$ cat config.mk
export PLATFORM = sky130hd
export DESIGN_NAME = fm_passthrough_fifo
export DESIGN_NICKNAME = d
export VERILOG_FILES = /design/src/common/fm_pkg.sv /design/src/spy_buffer/fm_passthrough_fifo.sv
export SDC_FILE = /design/constraint.sdc
export NUM_CORES = 1
export LEC_CHECK = 0
export BUFFER_PORTS_ARGS = -buffer_cell sky130_fd_sc_hd__buf_2
export CAP_MARGIN = 20
export CORE_MARGIN = 10
export CORE_UTILIZATION = 25
export CTS_BUF_LIST = sky130_fd_sc_hd__clkbuf_16
export DETAILED_ROUTE_END_ITERATION = 16
export GPL_TIMING_DRIVEN = 1
export PLACE_DENSITY = 0.38
export SLEW_MARGIN = 10
export SYNTH_ARGS = -nofsm -noshare
export SYNTH_HDL_FRONTEND = slang
export SYNTH_SLANG_ARGS = --single-unit
export TNS_END_PERCENT = 100
$ cat constraint.sdc
create_clock -name spy_clock -period 9.8 [get_ports spy_clock]
set_input_delay 0.49 -clock spy_clock [delete_from_list [all_inputs] [get_ports spy_clock]]
set_output_delay 0.49 -clock spy_clock [all_outputs]
set_load 0.03 [all_outputs]
$ cat src/common/fm_pkg.sv
// sizes, host address map, response codes, channel payload types and init pattern
package fm_pkg;

	localparam int NUM_CHANNELS     = 4; // monitoring channels
	localparam int NUM_HIT_CHANNELS = 2; // ch 0..1 hits, rest candidates
	localparam int CH_W             = $clog2(NUM_CHANNELS); // channel select bits

	localparam int AXI_DW = 32; // host data width
	localparam int AXI_AW = 12; // host byte address width

	localparam int SPY_DEPTH = 64; // entries per spy memory
	localparam int SPY_AW    = 6; // log2 of SPY_DEPTH
	localparam int FIFO_DEPTH = 8; // passthrough entries

	// memory window is channel in [9:8], entry in [7:2]
	localparam int SPY_ENTRY_LSB = 2; // word aligned
	localparam int SPY_CH_LSB    = SPY_ENTRY_LSB + SPY_AW;
	localparam int MEM_SPAN      = NUM_CHANNELS * SPY_DEPTH * (AXI_DW / 8); // 0x400 bytes

	localparam logic [AXI_AW-1:0] CTRL_ADDR = 12'h400; // control/status register
	localparam int CTRL_INIT_BIT = 8; // sweep start on write, busy on read

	localparam logic [1:0] RESP_OKAY   = 2'b00;
	localparam logic [1:0] RESP_SLVERR = 2'b10;

	typedef logic [AXI_DW-1:0] axi_data_t; // host word
	typedef logic [SPY_AW-1:0] spy_addr_t; // spy memory entry

	localparam axi_data_t INIT_PATTERN = 32'h0FA5FA50; // sweep fill value

	// drift tube hit, 24 bits
	typedef struct packed {
		logic [3:0]  layer; // tube layer in chamber
		logic [8:0]  tube; // tube number in layer
		logic [10:0] tdc; // drift time count
	} mdt_hit_t;

	// trigger candidate, 16 bits
	typedef struct packed {
		logic [5:0] phi; // phi segment
		logic [5:0] eta; // eta segment
		logic [3:0] pt_thr; // passed pt threshold
	} l0_cand_t;

endpackage

$ cat src/spy_buffer/fm_passthrough_fifo.sv
// eight entry valid/ready FIFO forwarding one channel downstream
`timescale 1ns/100ps

module fm_passthrough_fifo #(
	parameter type payload_t = fm_pkg::mdt_hit_t
) (
	input  logic     spy_clock,
	input  logic     axi_reset_n,
	input  payload_t in_data_i,
	input  logic     in_valid_i,
	output logic     in_ready_o,
	output payload_t out_data_o,
	output logic     out_valid_o,
	input  logic     out_ready_i
);
	import fm_pkg::*;

	payload_t                      mem [FIFO_DEPTH]; // entry storage
	logic [$clog2(FIFO_DEPTH)-1:0] wr_ptr_q;
	logic [$clog2(FIFO_DEPTH)-1:0] rd_ptr_q; // head entry
	logic [$clog2(FIFO_DEPTH):0]   count_q; // 0..FIFO_DEPTH
	logic                          push;
	logic                          pop;

	assign in_ready_o  = (count_q != FIFO_DEPTH); // low only when full
	assign out_valid_o = (count_q != 0);
	assign out_data_o  = mem[rd_ptr_q]; // head straight from storage regs

	assign push = in_valid_i && in_ready_o;
	assign pop  = out_valid_o && out_ready_i;

	always_ff @(posedge spy_clock)
	begin
		if (push)
			mem[wr_ptr_q] <= in_data_i;
	end

	always_ff @(posedge spy_clock)
	begin
		if (!axi_reset_n)
		begin
			wr_ptr_q <= '0;
			rd_ptr_q <= '0;
			count_q  <= '0;
		end
		else
		begin
			if (push)
				wr_ptr_q <= wr_ptr_q + 1'b1; // wraps at depth
			if (pop)
				rd_ptr_q <= rd_ptr_q + 1'b1;
			if (push && !pop)
				count_q <= count_q + 1'b1;
			else if (pop && !push)
				count_q <= count_q - 1'b1;
		end
	end

	a_no_ovf_unf: assert property (@(posedge spy_clock) disable iff (!axi_reset_n)
		!(push && count_q == FIFO_DEPTH) && !(pop && count_q == 0));

endmodule

# After elaboration in Yosys (flattened, before gate mapping)
# Memory sizes are Yosys's and may differ from the RTL's. A register that Yosys moved wholly into a read port is not among the register bits.
# Index checks and enable logic that the tools add are counted.
[word_totals] mem_count=1 elab_cells=23 output_inout_bits=26 ff_bits=10 ram_bits=192
[memory_table] memory="mem" depth=8 word_bits=24 rd=1 rd_clocked_by_memory_dff=1 wr=1 line_no="fm_passthrough_fifo.sv:18" source="payload_t mem [FIFO_DEPTH];"
[op_classes] mux=6 n_eq_ne=1 n_reduce_logical=8 n_addsub=4
[ops] cell="two-way mux 4 bit" count=2
[ops] cell="adder 3 x 1 -> 3 bit (second input constant)" count=2
[ops] cell="two-way mux 3 bit" count=2
[ops] cell="adder 4 x 1 -> 4 bit (second input constant)" count=1
[ops] cell="logical AND 1 bit" count=4
[ops] cell="inequality test 4 bit (second input constant)" count=1
[ops] cell="nonzero test 4 bit" count=1
[ops] cell="subtractor 4 x 1 -> 4 bit (second input constant)" count=1
[ops] cell="zero test 1 bit" count=2
[ops] cell="two-way mux 1 bit" count=2
[ops] cell="nonzero test 2 bit" count=1

# Logic depth before layout (Yosys ltp)
[logic_depth] depth_word=6 depth_mapped=11

# Worst setup path after synthesis
# Ideal clock, no wire load.
[synth_path] path_kind="register -> register" from="register count_q[0]" to="memory mem[0][0] in the netlist's numbering (enable)" path_stages_with_launch=5 setup_ns=0.466 slack_ns=6.138 arrival_time_ns=3.196 cell_sequence="dfxtp_1 or4b_1 buf_2 nand2_4 nor4_1"
[synth_between] elab_chain_cells=4
[synth_lines] item="start: declaration" line_no="fm_passthrough_fifo.sv:21" source="logic [$clog2(FIFO_DEPTH):0] count_q;"
[synth_lines] item="start signal: assignment" line_no="fm_passthrough_fifo.sv:53" source="count_q <= count_q + 1'b1;"
[synth_lines] item="start signal: assignment" line_no="fm_passthrough_fifo.sv:55" source="count_q <= count_q - 1'b1;"
[synth_lines] item="inequality test 4 bit" line_no="fm_passthrough_fifo.sv:25" source="assign in_ready_o = (count_q != FIFO_DEPTH);"
[synth_lines] item="via in_ready_o" line_no="fm_passthrough_fifo.sv:11" source="output logic in_ready_o,"
[synth_lines] item="logical AND 1 bit" line_no="fm_passthrough_fifo.sv:29" source="assign push = in_valid_i && in_ready_o;"
[synth_lines] item="two-way mux 1 bit" line_no="fm_passthrough_fifo.sv:34" source="if (push)"
[synth_lines] item="two-way mux 1 bit (not written as such)" line_no="fm_passthrough_fifo.sv:35" source="mem[wr_ptr_q] <= in_data_i;"
[synth_lines] item="end: declaration" line_no="fm_passthrough_fifo.sv:18"
# The timed path passes the listed nets, and every way through them passes these cells.

==> tab_implementation.tex <==
\begin{tabular}{lr}
\hline
Metric & Value \\
\hline
\multicolumn{2}{l}{\textbf{Status}} \\
Result of the run & completed \\
\multicolumn{2}{l}{\textbf{Clock network}} \\
Maximum buffer depth of the clock tree & 3 \\
CTS clock-pin slew for the worst setup and hold paths & roughly 50 ps \\
Gates resized, CTS repair & 0 \\
CTS Root Buffer Type & sky130\_fd\_sc\_hd\_\_clkbuf\_16 \\
Clock tree from TritonCTS & built \\
Number of buffers added by the clock tree synthesis step & 24 \\
Sink count of the clock tree & between 200 and 250 \\
Number of hold buffers added after CTS & 0 \\
CTS HTree Levels & 1 \\
Clock insertion delay at the later pin of the skew report & 510 ps \\
Number of setup buffers added after CTS & 0 \\
\multicolumn{2}{l}{\textbf{Cells and area}} \\
Summed area of non-filler cells in the final layout & about 0.0096 sq mm \\
Combined area of the multi-input logic cells & $\sim$0.0018 sq mm \\
Layout cell share with drive strength beyond 1 & 0.409 \\
Filler instances & roughly 3.0k \\
Area added between synthesis and finish & 20.5\% \\
Util after Layout & 0.304 \\
Number of nets in the finished design & 455 \\
Register area & slightly above 0.006 sq mm \\
\multicolumn{2}{l}{\textbf{Global routing}} \\
First-pass GRT wire length & 26,000 microns \\
Maximum number of pins on one net before global-route repair & 49 \\
Via count of the first global-routing pass & 4,022 \\
GR Overflow Total & 0 \\
Total routing usage reported by global routing & 0.0894 \\
Number of antenna violations at the first check in global routing & 0 \\
\multicolumn{2}{l}{\textbf{Placement}} \\
RePlAce Congestion & about 0.7 \\
Detailed Place HPWL & 9410 microns \\
Placed cell areas & roughly 0.0087 sq mm \\
Number of buffer cells added on primary ports & between 50 and 60 \\
\multicolumn{2}{l}{\textbf{Synthesis}} \\
Seq/Total Area, Yosys & 0.760 \\
EDFF count, synth & approximately 190 \\
Warnings from Yosys & 0 \\
Top cells by count, synth & sky130\_fd\_sc\_hd\_\_edfxtp\_1 (192), sky130\_fd\_sc\_hd\_\_mux4\_2 (48), sky130\_fd\_sc\_hd\_\_dfxtp\_1 (13), sky130\_fd\_sc\_hd\_\_mux2\_2 (12), sky130\_fd\_sc\_hd\_\_mux2\_4 (12) \\
Main area contributors after synthesis & sky130\_fd\_sc\_hd\_\_edfxtp\_1 (73\%), sky130\_fd\_sc\_hd\_\_mux4\_2 (14\%), sky130\_fd\_sc\_hd\_\_dfxtp\_1 (3.3\%), sky130\_fd\_sc\_hd\_\_mux2\_4 (2.3\%), sky130\_fd\_sc\_hd\_\_mux2\_2 (1.7\%) \\
Mapped cell area & approximately 0.0079 sq mm \\
Library cell with the largest summed area after synthesis & sky130\_fd\_sc\_hd\_\_edfxtp\_1 \\
Fraction of synthesized cell area taken by the top area cell type & 0.727 \\
Net count after synthesis & roughly 380 \\
Most frequent cell after synthesis & sky130\_fd\_sc\_hd\_\_edfxtp\_1 \\
Flip-flop cell with the highest count after synthesis & sky130\_fd\_sc\_hd\_\_edfxtp\_1 \\
Fraction of synthesis flops using an asynchronous set or reset pin & 0 \\
Post-synthesis register bit count & 205 \\
Average instance area after synthesis & around 23 sq um \\
Post-Syn Instances & between 300 and 400 \\
Post-synth cell types & 33 \\
\multicolumn{2}{l}{\textbf{Worst setup path}} \\
Slowest stage delay, CP & between 600 and 700 ps \\
Cell chain of the critical path & buf\_16, mux4\_2, mux2\_2, buf\_2 \\
Cell family with the largest share of critical-path delay & multiplexers \\
Endpoint kind of the worst setup timing path & primary output \\
Worst-path maximum fanout & 29 \\
Critical path type & reg2out \\
Data required time of the worst path & approximately 9300 ps \\
Count of buffering cells on the critical path with inverters included & 2 \\
Arr. time, crit path & 2510 ps \\
Standard cell with the maximum stage delay on the critical path & sky130\_fd\_sc\_hd\_\_dfxtp\_4 \\
Kind of start point of the critical path & flop \\
\multicolumn{2}{l}{\textbf{Pwr}} \\
Static power due to leakage & 3.06 nW \\
Worst ir drop on vdd & approximately 0.00014 V \\
Total power draw & $\sim$0.0026 W \\
Power density over the cells & 274 mW/mm\^{}2 \\
\multicolumn{2}{l}{\textbf{Floorplanning}} \\
Starting density of the core & 0.252 \\
Vertical die dimension & 198 microns \\
Die extent in x & between 150 and 200 microns \\
Total Die Area & 0.0393 sq mm \\
Placement Rows & 65 \\
I/O pin cnt & between 50 and 60 \\
Core Box Area & about 0.031 sq mm \\
\multicolumn{2}{l}{\textbf{STA}} \\
Fmax achieved & approximately 330 MHz \\
Tightest Pin Transition & $\sim$1100 ps \\
Hold Vio Cnt, Final & 0 \\
Number of pins exceeding their max-slew limit in the final report & 0 \\
Final-layout setup total negative slack & 0 ps \\
Worst slew margin relative to its limit & 0.294 \\
Setup Skew & about 13 ps \\
Number of failing setup endpoints in the final timing report & 0 \\
Final Critical Period & $\sim$3000 ps \\
RSZ-0062 raised after global routing & no \\
Portion of the clock cycle consumed by the worst path in the final layout & 0.306 \\
\multicolumn{2}{l}{\textbf{Drt}} \\
Final routed DRC violation total & 0 \\
WL per Instance & 20.6 microns \\
Routed Wire Length & $\sim$17,000 microns \\
Router iterations before antenna repair & 4 \\
First-iteration detailed-routing DRC count & roughly 180 \\
Antenna viol nets, final & 0 \\
Total via count after detailed routing & about 3.6k \\
Average via count per standard cell & 4.27 \\
\multicolumn{2}{l}{\textbf{Min path}} \\
Class of the most critical hold timing path & in2reg \\
\multicolumn{2}{l}{\textbf{Job}} \\
Max-Cap Viols & 0 \\
\hline
\end{tabular}
## layer usage
metal,routed length (microns),GRT usage,vias up,share of wire
met5,0,0,-,0
met4,439,0.0265,0,0.025
met3,754,0.0187,28,0.044
met2,8270,0.145,72,0.48
met1,7850,0.117,1898,0.45
li1,-,-,1596,-
## stage by stage
| step | hold slack [ps] | std cells | setup WS (ps) |
|---|---|---|---|
| global route | 247 | 840 | 6610 |
| floorplan | 451 | 350 | 6140 |
| global placement | 465 | 795 | 7030 |
| CTS | 233 | 839 | 6690 |
| detailed placement | 462 | 796 | 7100 |
| finish | 253 | 841 | 6800 |
## path summary, 6_finish.rpt
| kind | startpoint | end | slack [ps] | cells past startpoint |
|---|---|---|---|---|
| worst max-delay path | flop | out_data_o[1] | 6800 | 4 |
| worst min-delay path | in_data_i[11] | mem[0][11] | 250 | 1 |
| worst max register to register | count_q[1] | count_q[3] | 7080 | 10 |
| worst min register to register | rd_ptr_q[1] | flop | 470 | 2 |
## registers in the layout, indices dropped and copies added, names as in the netlist, named ones only
name,flops
count_q,4
mem,192
rd_ptr_q,3
wr_ptr_q,3
## cells by family after synthesis
group,after synthesis,synth area share
xor+xnor,6,0.00662
mux,74,0.179
simple gates,35,0.0252
flops,205,0.760
fa+ha+maj,6,0.0104
buf+inv,18,0.0148
compound gates,6,0.00489
## placed cells by master (no fill, tap or decap), drive strengths merged, types with 2 or more instances in the layout
cell and n:
edfxtp 192, buf 61, mux4 48, clkbuf 25, mux2 24, dfxtp 13, clkinv 8, and2 7
nand2 7, inv 6, xnor2 6, nand3 6, ha 5, nor3 4, bufinv 4, nor2 4
nand2b 3, a21boi 2, mux2i 2, clkinvlp 2
## area by class of cell
class	count	share of cell area
clock buffer	25	0.0655
multi-input combinational	127	0.192
tap	402	0.0526
sequential	205	0.631
timing repair buffer	61	0.0382
clock inverter	18	0.0190
inverter	2	0.000786
antenna	1	0.000262
## report_power, final
part	switching, W	internal [W]
registers	0.0000518	0.00103
logic	0.000348	0.000298
clock network	0.000334	0.000562
No activity file was read; power rests on OpenSTA's default activity.
