### config.mk
export PLATFORM = sky130hd
export DESIGN_NAME = fm_host_ctrl
export DESIGN_NICKNAME = d
export VERILOG_FILES = /design/src/common/fm_pkg.sv /design/src/rtl/fm_host_ctrl.sv
export SDC_FILE = /design/constraint.sdc
export NUM_CORES = 1
export LEC_CHECK = 0
export BUFFER_PORTS_ARGS = -buffer_cell sky130_fd_sc_hd__buf_2
export CORE_AREA = 2 2 109 111
export CTS_CLUSTER_SIZE = 14
export DETAILED_ROUTE_END_ITERATION = 12
export DIE_AREA = 0 0 111 113
export HOLD_SLACK_MARGIN = 0.06
export PLACE_DENSITY = 0.68
export SYNTH_ARGS = -nofsm -noshare
export SYNTH_HDL_FRONTEND = slang
export SYNTH_SLANG_ARGS = --single-unit
### constraint.sdc
create_clock -name spy_clock -period 2.73 [get_ports spy_clock]
set_input_delay 0.273 -clock spy_clock [delete_from_list [all_inputs] [get_ports spy_clock]]
set_output_delay 0.273 -clock spy_clock [all_outputs]
set_load 0.1 [all_outputs]
### src/common/fm_pkg.sv
// sizes, host address map, response codes, channel payload types and init pattern
package fm_pkg;

	localparam int NUM_CHANNELS     = 4; // monitoring channels
	localparam int NUM_HIT_CHANNELS = 2; // ch 0..1 hits, rest candidates
	localparam int CH_W             = $clog2(NUM_CHANNELS); // channel select bits

	localparam int AXI_DW = 32; // host data width
	localparam int AXI_AW = 12; // host byte address width

	localparam int SPY_DEPTH = 64; // entries per spy memory
	localparam int SPY_AW    = 6; // log2 of SPY_DEPTH
	localparam int FIFO_DEPTH = 8; // passthrough entries

	// memory window is channel in [9:8], entry in [7:2]
	localparam int SPY_ENTRY_LSB = 2; // word aligned
	localparam int SPY_CH_LSB    = SPY_ENTRY_LSB + SPY_AW;
	localparam int MEM_SPAN      = NUM_CHANNELS * SPY_DEPTH * (AXI_DW / 8); // 0x400 bytes

	localparam logic [AXI_AW-1:0] CTRL_ADDR = 12'h400; // control/status register
	localparam int CTRL_INIT_BIT = 8; // sweep start on write, busy on read

	localparam logic [1:0] RESP_OKAY   = 2'b00;
	localparam logic [1:0] RESP_SLVERR = 2'b10;

	typedef logic [AXI_DW-1:0] axi_data_t; // host word
	typedef logic [SPY_AW-1:0] spy_addr_t; // spy memory entry

	localparam axi_data_t INIT_PATTERN = 32'h0FA5FA50; // sweep fill value

	// drift tube hit, 24 bits
	typedef struct packed {
		logic [3:0]  layer; // tube layer in chamber
		logic [8:0]  tube; // tube number in layer
		logic [10:0] tdc; // drift time count
	} mdt_hit_t;

	// trigger candidate, 16 bits
	typedef struct packed {
		logic [5:0] phi; // phi segment
		logic [5:0] eta; // eta segment
		logic [3:0] pt_thr; // passed pt threshold
	} l0_cand_t;

endpackage

### src/rtl/fm_host_ctrl.sv
// AXI4-Lite slave with address decode, freeze register, init sweep and readback select
`timescale 1ns/100ps

module fm_host_ctrl (
	input  logic                          spy_clock,
	input  logic                          axi_reset_n,
	input  logic [fm_pkg::AXI_AW-1:0]     s_axil_awaddr_i,
	input  logic                          s_axil_awvalid_i,
	output logic                          s_axil_awready_o,
	input  fm_pkg::axi_data_t             s_axil_wdata_i,
	input  logic                          s_axil_wvalid_i,
	output logic                          s_axil_wready_o,
	output logic [1:0]                    s_axil_bresp_o,
	output logic                          s_axil_bvalid_o,
	input  logic                          s_axil_bready_i,
	input  logic [fm_pkg::AXI_AW-1:0]     s_axil_araddr_i,
	input  logic                          s_axil_arvalid_i,
	output logic                          s_axil_arready_o,
	output fm_pkg::axi_data_t             s_axil_rdata_o,
	output logic [1:0]                    s_axil_rresp_o,
	output logic                          s_axil_rvalid_o,
	input  logic                          s_axil_rready_i,
	output logic [fm_pkg::NUM_CHANNELS-1:0] spy_en_o,
	output logic                          spy_wen_o,
	output fm_pkg::spy_addr_t             spy_addr_o,
	output fm_pkg::axi_data_t             spy_wdata_o,
	input  fm_pkg::axi_data_t             spy_rdata_i [fm_pkg::NUM_CHANNELS],
	output logic [fm_pkg::NUM_CHANNELS-1:0] freeze_o
);
	import fm_pkg::*;

	logic                    busy_q; // init sweep running
	spy_addr_t               sweep_cnt_q; // sweep entry
	logic [NUM_CHANNELS-1:0] freeze_q; // freeze mask
	logic                    bvalid_q;
	logic [1:0]              bresp_q;
	logic                    rd_pend_q; // memory read in flight
	logic                    rd_mem_q; // pending read hits a spy memory
	logic                    rd_ctrl_q; // pending read hits the status word
	logic [CH_W-1:0]         rd_ch_q; // channel for readback mux
	logic                    rvalid_q;
	axi_data_t               rdata_q;
	logic [1:0]              rresp_q;
	logic                    idle; // nothing outstanding
	logic                    wr_acc;
	logic                    rd_acc;
	logic                    aw_mem;
	logic                    aw_ctrl;
	logic                    ar_mem;
	logic                    ar_ctrl;
	logic [CH_W-1:0]         aw_ch;
	logic [CH_W-1:0]         ar_ch;
	axi_data_t               status; // control/status readback

	// one transaction at a time, none during the sweep
	assign idle   = !busy_q && !bvalid_q && !rd_pend_q && !rvalid_q;
	assign wr_acc = idle && s_axil_awvalid_i && s_axil_wvalid_i;
	assign rd_acc = idle && s_axil_arvalid_i && !(s_axil_awvalid_i && s_axil_wvalid_i); // write wins

	assign s_axil_awready_o = wr_acc; // aw and w taken together
	assign s_axil_wready_o  = wr_acc;
	assign s_axil_arready_o = rd_acc;

	assign aw_mem  = (s_axil_awaddr_i < MEM_SPAN);
	assign aw_ctrl = (s_axil_awaddr_i == CTRL_ADDR);
	assign aw_ch   = s_axil_awaddr_i[SPY_CH_LSB +: CH_W];
	assign ar_mem  = (s_axil_araddr_i < MEM_SPAN);
	assign ar_ctrl = (s_axil_araddr_i == CTRL_ADDR);
	assign ar_ch   = s_axil_araddr_i[SPY_CH_LSB +: CH_W];

	// spy bus is driven in the accept cycle, sweep owns it while busy
	always_comb
	begin
		spy_wen_o   = busy_q || (wr_acc && aw_mem);
		spy_wdata_o = busy_q ? INIT_PATTERN : s_axil_wdata_i;
		if (busy_q)
			spy_addr_o = sweep_cnt_q;
		else if (wr_acc)
			spy_addr_o = s_axil_awaddr_i[SPY_ENTRY_LSB +: SPY_AW];
		else
			spy_addr_o = s_axil_araddr_i[SPY_ENTRY_LSB +: SPY_AW];
		for (int i = 0; i < NUM_CHANNELS; i++)
		begin
			spy_en_o[i] = busy_q || (wr_acc && aw_mem && aw_ch == CH_W'(i)) ||
				(rd_acc && ar_mem && ar_ch == CH_W'(i));
		end
	end

	always_comb
	begin
		status = '0;
		status[NUM_CHANNELS-1:0] = freeze_q;
		status[CTRL_INIT_BIT]    = busy_q;
	end

	// freeze mask and sweep counter, sweep runs right out of reset
	always_ff @(posedge spy_clock)
	begin
		if (!axi_reset_n)
		begin
			busy_q      <= 1'b1;
			sweep_cnt_q <= '0;
			freeze_q    <= '0;
		end
		else
		begin
			if (busy_q)
			begin
				sweep_cnt_q <= sweep_cnt_q + 1'b1; // wraps back to 0
				if (sweep_cnt_q == SPY_AW'(SPY_DEPTH - 1))
					busy_q <= 1'b0;
			end
			if (wr_acc && aw_ctrl)
			begin
				freeze_q <= s_axil_wdata_i[NUM_CHANNELS-1:0];
				if (s_axil_wdata_i[CTRL_INIT_BIT])
					busy_q <= 1'b1; // sweep starts next cycle
			end
		end
	end

	// response handshakes
	always_ff @(posedge spy_clock)
	begin
		if (!axi_reset_n)
		begin
			bvalid_q  <= 1'b0;
			rd_pend_q <= 1'b0;
			rvalid_q  <= 1'b0;
		end
		else
		begin
			if (wr_acc)
				bvalid_q <= 1'b1;
			else if (s_axil_bready_i)
				bvalid_q <= 1'b0;
			rd_pend_q <= rd_acc; // memory read cycle
			if (rd_pend_q)
				rvalid_q <= 1'b1; // select cycle done
			else if (s_axil_rready_i)
				rvalid_q <= 1'b0;
		end
	end

	always_ff @(posedge spy_clock)
	begin
		if (wr_acc)
			bresp_q <= (aw_mem || aw_ctrl) ? RESP_OKAY : RESP_SLVERR;
		if (rd_acc)
		begin
			rd_mem_q  <= ar_mem;
			rd_ctrl_q <= ar_ctrl;
			rd_ch_q   <= ar_ch;
		end
		if (rd_pend_q)
		begin
			rdata_q <= rd_mem_q ? spy_rdata_i[rd_ch_q] : (rd_ctrl_q ? status : '0);
			rresp_q <= (rd_mem_q || rd_ctrl_q) ? RESP_OKAY : RESP_SLVERR;
		end
	end

	assign s_axil_bvalid_o = bvalid_q;
	assign s_axil_bresp_o  = bresp_q;
	assign s_axil_rvalid_o = rvalid_q;
	assign s_axil_rdata_o  = rdata_q;
	assign s_axil_rresp_o  = rresp_q;
	assign freeze_o        = freeze_q;

	a_rd_latency: assert property (@(posedge spy_clock) disable iff (!axi_reset_n)
		(s_axil_arvalid_i && s_axil_arready_o) |-> ##2 s_axil_rvalid_o);

	a_r_hold: assert property (@(posedge spy_clock) disable iff (!axi_reset_n)
		(s_axil_rvalid_o && !s_axil_rready_i) |=>
		(s_axil_rvalid_o && $stable(s_axil_rdata_o) && $stable(s_axil_rresp_o)));

endmodule

Yosys cells after proc, flatten, opt, wreduce, memory -nomap -nowiden
Index checks and enable logic that the tools add are counted.

operators by class
  $add $sub $neg = 1
  bitwise operators = 1
  reduce and logical (&&, ||, !) cells = 39
  multiplexer cells = 18
  equal/unequal tests = 9
  magnitude comparators = 3

operators by type and width
  kind                  number
  $mux 32               4
  $bmux 32 s2           1
  $eq 12x11->1 const B  2
  $lt 12x11->1 const B  2
  $logic_and 1x1->1     19
  $mux 6                2
  $logic_or 1x1->1      11
  $mux 9                1
  $eq 2x2->1 const B    4
  $mux 1                8
  $add 6x1->6 const B   1
  $eq 6x6->1 const B    1
  $logic_not 1->1       5
  $eq 2x1->1 const B    2
  $logic_not 2->1       2
  $mux 2                2
  $reduce_bool 2->1     2
  $ge 3x3->1 const B    1
  $not 2->3             1

word-level totals
  register bits = 54
  output and inout port bits = 88
  logic and storage cells = 83

Longest topological paths before layout
Gate-level depths: netlist (run 1).

  depth after elaboration = 10
  depth in mapped cells = 5

Worst setup path after synthesis (run 1)
Ideal clock, no wire load.

  path type = flip-flop to output port
  start point = register rd_pend_q
  end point = output port spy_en_o[0] in the netlist's numbering
  required time = 2,457 ps
  arrival time = 3,915 ps
  path buffers = 1
  cell stages (with the launch flop) = 6
  setup slack = -1,458 ps
  cells stage by stage = dfxtp_1 -> nor4_2 -> and2b_1 -> buf_6 -> nand2_1 -> o311ai_1

on the way
  word-level cells in the longest chain between the ends = 9
  elaborated cells on any way between the ends = 13
  classes of those cells = reduce/logical: 13

ends and longest elaborated chain
  what                             RTL line             source
  start: declaration               fm_host_ctrl.sv:37   logic rd_pend_q;
  start signal: assignment         fm_host_ctrl.sv:137  rd_pend_q <= rd_acc;
  $logic_not 1->1                  fm_host_ctrl.sv:56   assign idle = !busy_q && !bvalid_q && !rd_pend_q && !rvalid_q;
  $logic_and 1x1->1 (2 in series)  fm_host_ctrl.sv:56
  $logic_and 1x1->1 (2 in series)  fm_host_ctrl.sv:57   assign wr_acc = idle && s_axil_awvalid_i && s_axil_wvalid_i;
  named net s_axil_awready_o       fm_host_ctrl.sv:9    output logic s_axil_awready_o,
  $logic_and 1x1->1 (2 in series)  fm_host_ctrl.sv:84   spy_en_o[i] = busy_q || (wr_acc && aw_mem && aw_ch == CH_W'(i)) ||
  $logic_or 1x1->1 (2 in series)   fm_host_ctrl.sv:84
  end: declaration                 fm_host_ctrl.sv:23   output logic [fm_pkg::NUM_CHANNELS-1:0] spy_en_o,

The timed path passes the listed nets, and every way through them passes these cells.

Worst setup path in the final report (run 1)
  start point = register busy_q
  end point = output port spy_en_o[1] in the netlist's numbering

on the way
  word-level cells in the longest chain between the ends = 10
  elaborated cells on any way between the ends = 14
  classes of those cells = reduce/logical: 14

ends and longest elaborated chain
  what                             RTL line             source
  start: declaration               fm_host_ctrl.sv:32   logic busy_q;
  start signal: assignment         fm_host_ctrl.sv:101  busy_q <= 1'b1;
  start signal: assignment         fm_host_ctrl.sv:111  busy_q <= 1'b0;
  start signal: assignment         fm_host_ctrl.sv:117  busy_q <= 1'b1;
  $logic_not 1->1                  fm_host_ctrl.sv:56
  $logic_and 1x1->1 (3 in series)  fm_host_ctrl.sv:56
  $logic_and 1x1->1 (2 in series)  fm_host_ctrl.sv:57
  $logic_and 1x1->1 (2 in series)  fm_host_ctrl.sv:84
  $logic_or 1x1->1                 fm_host_ctrl.sv:84
  $logic_or 1x1->1 (*)             fm_host_ctrl.sv:84

Mark *: on every way between the ends. The rest lies on a longest branch, timed or not.

==> results of run 1 <==
-- worst reg2reg max path, stage by stage, from the launching register on --
cell and delay (ps):
edfxtp_1 320, buf_4 500, mux4_2 610, nand2_1 80
o21ai_1 80
-- cell type report --
cell class | instances | area, sq um
diodes | 2 | 5.00
repair buffers | 281 | 1630
flip-flops and latches | 52 | 1430
inverters | 3 | 11.3
well taps | 143 | 179
clock buffers | 5 | 125
fillers | 1050 | 6110
multi-input cells | 191 | 1770
clock inverters | 3 | 23.8
-- path summary, 6_finish.rpt --
path	from	to	slack, ps	cells past startpoint
worst max-delay path	busy_q	spy_en_o[1]	360	5
worst min-delay path	s_axil_araddr_i[8]	rd_ch_q[0]	210	1
worst max register to register	rd_ch_q[0]	s_axil_rdata_o[3]	850	4
worst min register to register	freeze_o[0]	freeze_o[0]	480	2
-- cells by family (layout without fill, tap and decap cells) --
family	count (synthesis)	in the layout
muxes	38	38
and+or+nand+nor	121	121
AOI/OAI and AO/OA	25	25
other	1	4
adders and majority gates	1	1
buffers and inverters	27	292
xor gates and xnor gates	4	4
DFF	52	52
-- registers in the layout, indices dropped and copies added (netlist names) --
signal,cells
freeze_o,4
rd_pend_q,1
sweep_cnt_q,6
rd_mem_q,1
s_axil_bvalid_o,1
s_axil_rresp_o,1
rd_ch_q,2
s_axil_rdata_o,32
s_axil_rvalid_o,1
s_axil_bresp_o,1
rd_ctrl_q,1
busy_q,1
-- placed cells by master (no fill, tap or decap), types with 4 or more instances in the layout --
cell	instances
mux4_2	32
nand2_1	26
buf_12	14
buf_4	5
nor2_1	5
clkbuf_16	5
nor2b_1	19
a221o_1	4
buf_2	262
edfxtp_1	38
nand3_1	5
and2_1	36
dfxtp_1	11
o21ai_1	5
mux2i_1	6
or2_2	16
-- per-layer routing --
metal	share of wire, %	wire, um	global-route usage, %	up-vias
met5	0	0	0	-
met4	1.6	187	5.00	0
met3	8.3	950	4.98	11
met2	55	6280	34.8	180
met1	35	4080	19.0	1549
li1	-	-	-	1523
-- power groups by stage --
stage,sequential [uW],clock (uW),combinational [uW]
3_3_place_gp,866,0,275
6_report,848,618,282
3_5_place_dp,866,0,283
5_1_grt,848,679,305
4_1_cts,848,645,285
2_1_floorplan,865,0,116
-- repair_timing --
action | 4_1_cts | 5_1_grt
resized for setup | 0 | 1
hold buffers | 0 | 0
setup endpoints to repair | 0 | 1
-- through the flow --
stage                     hold slack (ps)  util (%)  total power (uW)
after global placement                466      44.4              1140
final                                 211      45.8              1750
after CTS                             199      45.8              1780
after detailed placement              470      44.4              1150
after global routing                  209      45.8              1830
after floorplan                       372         -               981
==> impl_results.md, run 1 <==
- Status: complete, no violations
- Core region area: 11300 sq um
- Setup CP Type: register to output port
- Synth warnings: 0
- Clock-pin transition on the worst setup and hold timing paths: 70 ps
- Share of cells above drive strength 1: 65.0%
- Number of distinct library cells after synthesis: 39
- Die H: 113 um
- Routed WL: 11500 um
- Post-Syn Instances: 269
- Sequential area share after synthesis: 43.6%
- Post-synthesis simple-gate area fraction: 21.3%
- GRT overflow: 0
- Synth area leaders: edfxtp_1 35%, mux4_2 22%, dfxtp_1 8.6%
- Post-DP HPWL: 9640 um
- Die area: 12500 sq um
- Sequential Power Share: 48.5%
- DRC: 0
- WL/cell: 16.9 um
- Max Freq: 421 MHz
- Worst-Margin Slew: 979 ps
- Synth Cell Area: 3260 sq um
- Adder-cell share of the synthesized area: 0.384%
- RSZ-0062 raised after global routing: no
- Total GRT Usage: 18.0%
- Max_slew headroom: 34.7%
- Crit path capture type: output port
- Final Worst Setup Slack: 355 ps
- Post-route ant nets: 0
- DR vias: 3263
- Slew Viols, Final: 0
- CTS tree: yes
- Dpl cell area: 5010 sq um
- Slowest cell delay on critical path: 460 ps
- Worst path arrival time: 2100 ps
- Max_cap viols: 0
- Pre-CTS setup slack: 437 ps
- Worst path cell trace: nor4_2 -> and3_1 -> nand3_1 -> o21ai_4 -> buf_12
- Switching Fraction: 22.8%
- WP buf/inv: 1
- First-pass GRT wire length: 17400 um
- Largest family of logic cells by synthesized area: multiplexers
- Most frequent cells after synthesis: 38 x edfxtp_1, 36 x and2_1, 32 x mux4_2, 26 x nand2_1, 19 x nor2b_1
- Cell with the most instances after synthesis: edfxtp_1
- Ports: 279
- Maximum vdd drop: 0.189 mV
- Synth Area per Inst: 12.1 sq um
- CTS H-Tree Depth: 2
- Placed cell count: 670
- Clk network pwr share: 35.3%
- Clock Skew: 4.44 ps
- Slowest CP cell: and3_1
- Top cell type's share of synthesized area: 35.0%
- Fin area: 5160 sq um
- Sw power: 398 uW
- Area grow syn2layout: 58.4%
- Final setup fails: 0
- I/O Buffers: 276
- Nets: 726
- Post-synth EDFFs: 38
- Final hold vios: 0
- CTS sink cnt: 52
- Startpoint Class: register
- Non-Filler Instances: 680
- Combinational fraction of design power: 16.1%
- Async S/R FF share, synth: 0%
- Num CTS Buffers: 5
- Clock root cell: clkbuf_16
- Vias in the first global route: 3341
- Mux share of post-synthesis cell area: 23.9%
- Die width: 111 um
- Drt pass-1 iters: 4
- Antenna violations before repair: 2
- PwrDens: 338 nW/um^2
- Max clock buf depth: 2
- Crit-path leading delay family: simple AND/OR/NAND/NOR gates
- Final TNS setup: 0 ps
- Via/cell ratio: 4.80
- P_int: 1350 uW
- Clock Latency Late Sink: 290 ps
- Critical Path RT: 2460 ps
- Core Rows: 39
- XOR/XNOR Fraction of Synth Area: 1.07%
- Setup Buffers After CTS: 0
- 1st-iter DRT viols: 114
- CP Max Fanout: 9
- HP Class: primary input to register
- Number of synthesized register bits: 52
- Fin crit period: 2370 ps
- Tcrit/Tclk final: 87.0%
- Area leader, netlist: edfxtp_1
- Largest net degree at the start of global routing: 49
- Leak pwr: 0.00228 uW
- Complex-gate fraction of the synthesized area: 5.30%
- Initial core utilization: 28.9%
- Most used DFF post-synth: edfxtp_1
- Placer Congestion: 0.930
Power figures use the tool's default switching activity.
==> run 2: changes to the inputs <==
CORE_AREA = unset   (was 2 2 109 111)
CORE_ASPECT_RATIO = 0.75   (was unset)
CORE_UTILIZATION = 30   (was unset)
DIE_AREA = unset   (was 0 0 111 113)
PLACE_DENSITY = 0.71   (was 0.68)
==> impl_results.md, run 2 (synthesized netlist as in run 1, its figures left out) <==
- Slowest CP cell: and3_1 (unchanged)
- Most frequent cells in the layout: 262 x buf_2, 38 x edfxtp_1, 36 x and2_1 (unchanged)
- Tcrit/Tclk final: 87.8% (was 87.0%)
- Setup CP Type: register to output port (unchanged)
- Max_slew headroom: 32.3% (was 34.7%)
- Total GRT Usage: 18.6% (was 18.0%)
- Critical Path RT: 2460 ps (about the same)
- Crit path capture type: output port (unchanged)
- CTS tree: yes (unchanged)
- DR vias: 3215 (was 3263)
- Area grow syn2layout: 58.5% (was 58.4%)
- Switching Fraction: 22.2% (was 22.8%)
- Ports: 279 (unchanged)
- Max_cap viols: 0 (unchanged)
- Non-Filler Instances: 671 (was 680)
- Post-route ant nets: 0 (unchanged)
- Worst path arrival time: 2120 ps (was 2100 ps)
- Num CTS Buffers: 5 (unchanged)
- Status: complete, no violations (unchanged)
- WP buf/inv: 1 (unchanged)
- Sequential Power Share: 45.6% (was 48.5%)
- Setup Buffers After CTS: 0 (unchanged)
- P_int: 1450 uW (was 1350 uW)
- Placer Congestion: 0.842 (was 0.930)
- Ant diodes: 0 (was 2)
- Drt pass-1 iters: 4 (unchanged)
- Max clock buf depth: 2 (unchanged)
- Post-cts resize count: 0 (unchanged)
- Die width: 122 um (was 111 um)
- Combinational fraction of design power: 15.1% (was 16.1%)
- Worst path cell trace: nor4_2 -> and3_1 -> nand3_1 -> o21ai_4 -> buf_12 (unchanged)
- WL/cell: 16.2 um (was 16.9 um)
- Antenna violations before repair: 0 (was 2)
- Vias in the first global route: 3097 (was 3341)
- Area of the multi-input gates: 1770 sq um (about the same)
- 1st-iter DRT viols: 132 (was 114)
- CP Max Fanout: 9 (unchanged)
- Post-CTS Hold Fix Bufs: 0 (unchanged)
- Crit-path leading delay family: simple AND/OR/NAND/NOR gates (unchanged)
- Sequential Area: 1430 sq um (unchanged)
- Leak pwr: 0.00229 uW (was 0.00228 uW)
- HP Class: primary input to register (unchanged)
- Final TNS setup: 0 ps (unchanged)
- Startpoint Class: register (unchanged)
- Clock root cell: clkbuf_16 (unchanged)
- Nets: 726 (unchanged)
- PwrDens: 360 nW/um^2 (was 338 nW/um^2)
- Share of cells above drive strength 1: 64.7% (was 65.0%)
- Slew Viols, Final: 0 (unchanged)
- CTS H-Tree Depth: 2 (unchanged)
- Core region area: 10400 sq um (was 11300 sq um)
- Fin crit period: 2400 ps (was 2370 ps)
- Via/cell ratio: 4.79 (was 4.80)
- Most common cell after layout, fill and taps aside: buf_2 (unchanged)
- Final Power: 1860 uW (was 1750 uW)
- Core Rows: 32 (was 39)
- Clock-pin transition on the worst setup and hold timing paths: 70 ps (about the same)
- Placed cell count: 663 (was 670)
- GRT overflow: 0 (unchanged)
- Post-DP HPWL: 8970 um (was 9640 um)
- Largest net degree at the start of global routing: 49 (unchanged)
- Final setup fails: 0 (unchanged)
- Maximum vdd drop: 0.217 mV (was 0.189 mV)
- Die H: 92.3 um (was 113 um)
- Fin area: 5170 sq um (was 5160 sq um)
- Final hold vios: 0 (unchanged)
- Clock Skew: 7.12 ps (was 4.44 ps)
- RSZ-0062 raised after global routing: no (unchanged)
- DRC: 0 (unchanged)
- CTS sink cnt: 52 (unchanged)
- Largest register FFs: 32 (unchanged)
- First-pass GRT wire length: 15900 um (was 17400 um)
- I/O Buffers: 276 (unchanged)
- Clock Latency Late Sink: 290 ps (about the same)
- Initial core utilization: 31.3% (was 28.9%)
- Max Freq: 417 MHz (was 421 MHz)
- Slowest cell delay on critical path: 460 ps (about the same)
- Fillers: 967 (was 1050)
- Dpl cell area: 5000 sq um (was 5010 sq um)
- Routed WL: 10900 um (was 11500 um)
- Clk network pwr share: 39.2% (was 35.3%)
- Sw power: 413 uW (was 398 uW)
- Die area: 11300 sq um (was 12500 sq um)
- Worst-Margin Slew: 1020 ps (was 979 ps)
==> run 2: changes by cell type in the layout (fill, tap and decap cells not counted) <==
cell | before | now
clkinv_4 | 1 | 0
clkinvlp_4 | 2 | 0
and2b_1 | 0 | 1
bufinv_16 | 0 | 1
inv_6 | 0 | 1
diode_2 | 2 | 0
clkbuf_1 | 0 | 1
and2b_2 | 1 | 0
==> run 2: routing by layer <==
layer | routed length (um) | vias up | track usage (%)
met5 | 0 | - | 0
met3 | 889 | 11 | 5.10
met1 | 4260 | 1537 | 21.6
met4 | 134 | 0 | 4.37
li1 | - | 1525 | -
met2 | 5570 | 142 | 33.5
==> run 2: through the flow <==
step	hold slack [ps]	utilization (%)	setup WS, ps
6_report	203	49.7	333
4_1_cts	195	49.7	285
2_1_floorplan	372	-	76.2
3_5_place_dp	481	48.0	609
5_1_grt	191	49.7	200
3_3_place_gp	482	48.0	720
==> run 2: final cells by class <==
| cell class | instances | share of cell area, % |
|---|---|---|
| timing repair buffer | 281 | 31.5 |
| clock inverter | 2 | 0.750 |
| tap | 136 | 3.29 |
| sequential | 52 | 27.6 |
| multi-input combinational | 191 | 34.2 |
| clock buffer | 6 | 2.49 |
| inverter | 3 | 0.218 |
==> run 2: worst register-to-register path: stages, from the launching register on <==
cell	delay, ps
dfxtp_1	320
nor4_2	330
and2b_1	380
buf_4	230
and4_1	390
mux2i_1	230
==> run 2: worst paths after layout <==
path                      startpoint  cells past startpoint           to  slack [ps]
setup / recovery              busy_q                      5  spy_en_o[1]         330
hold / removal    s_axil_araddr_i[8]                      1   rd_ch_q[0]         200
setup reg to reg              busy_q                      5  freeze_o[1]         780
hold reg to reg          freeze_o[0]                      2  freeze_o[0]         490
==> run 2: power groups by stage <==
stage	clock network, uW	logic [uW]	registers, uW
final	729	281	848
after global placement	0	275	866
after CTS	746	283	848
after floorplan	0	116	865
after global routing	775	302	848
after detailed placement	0	282	866
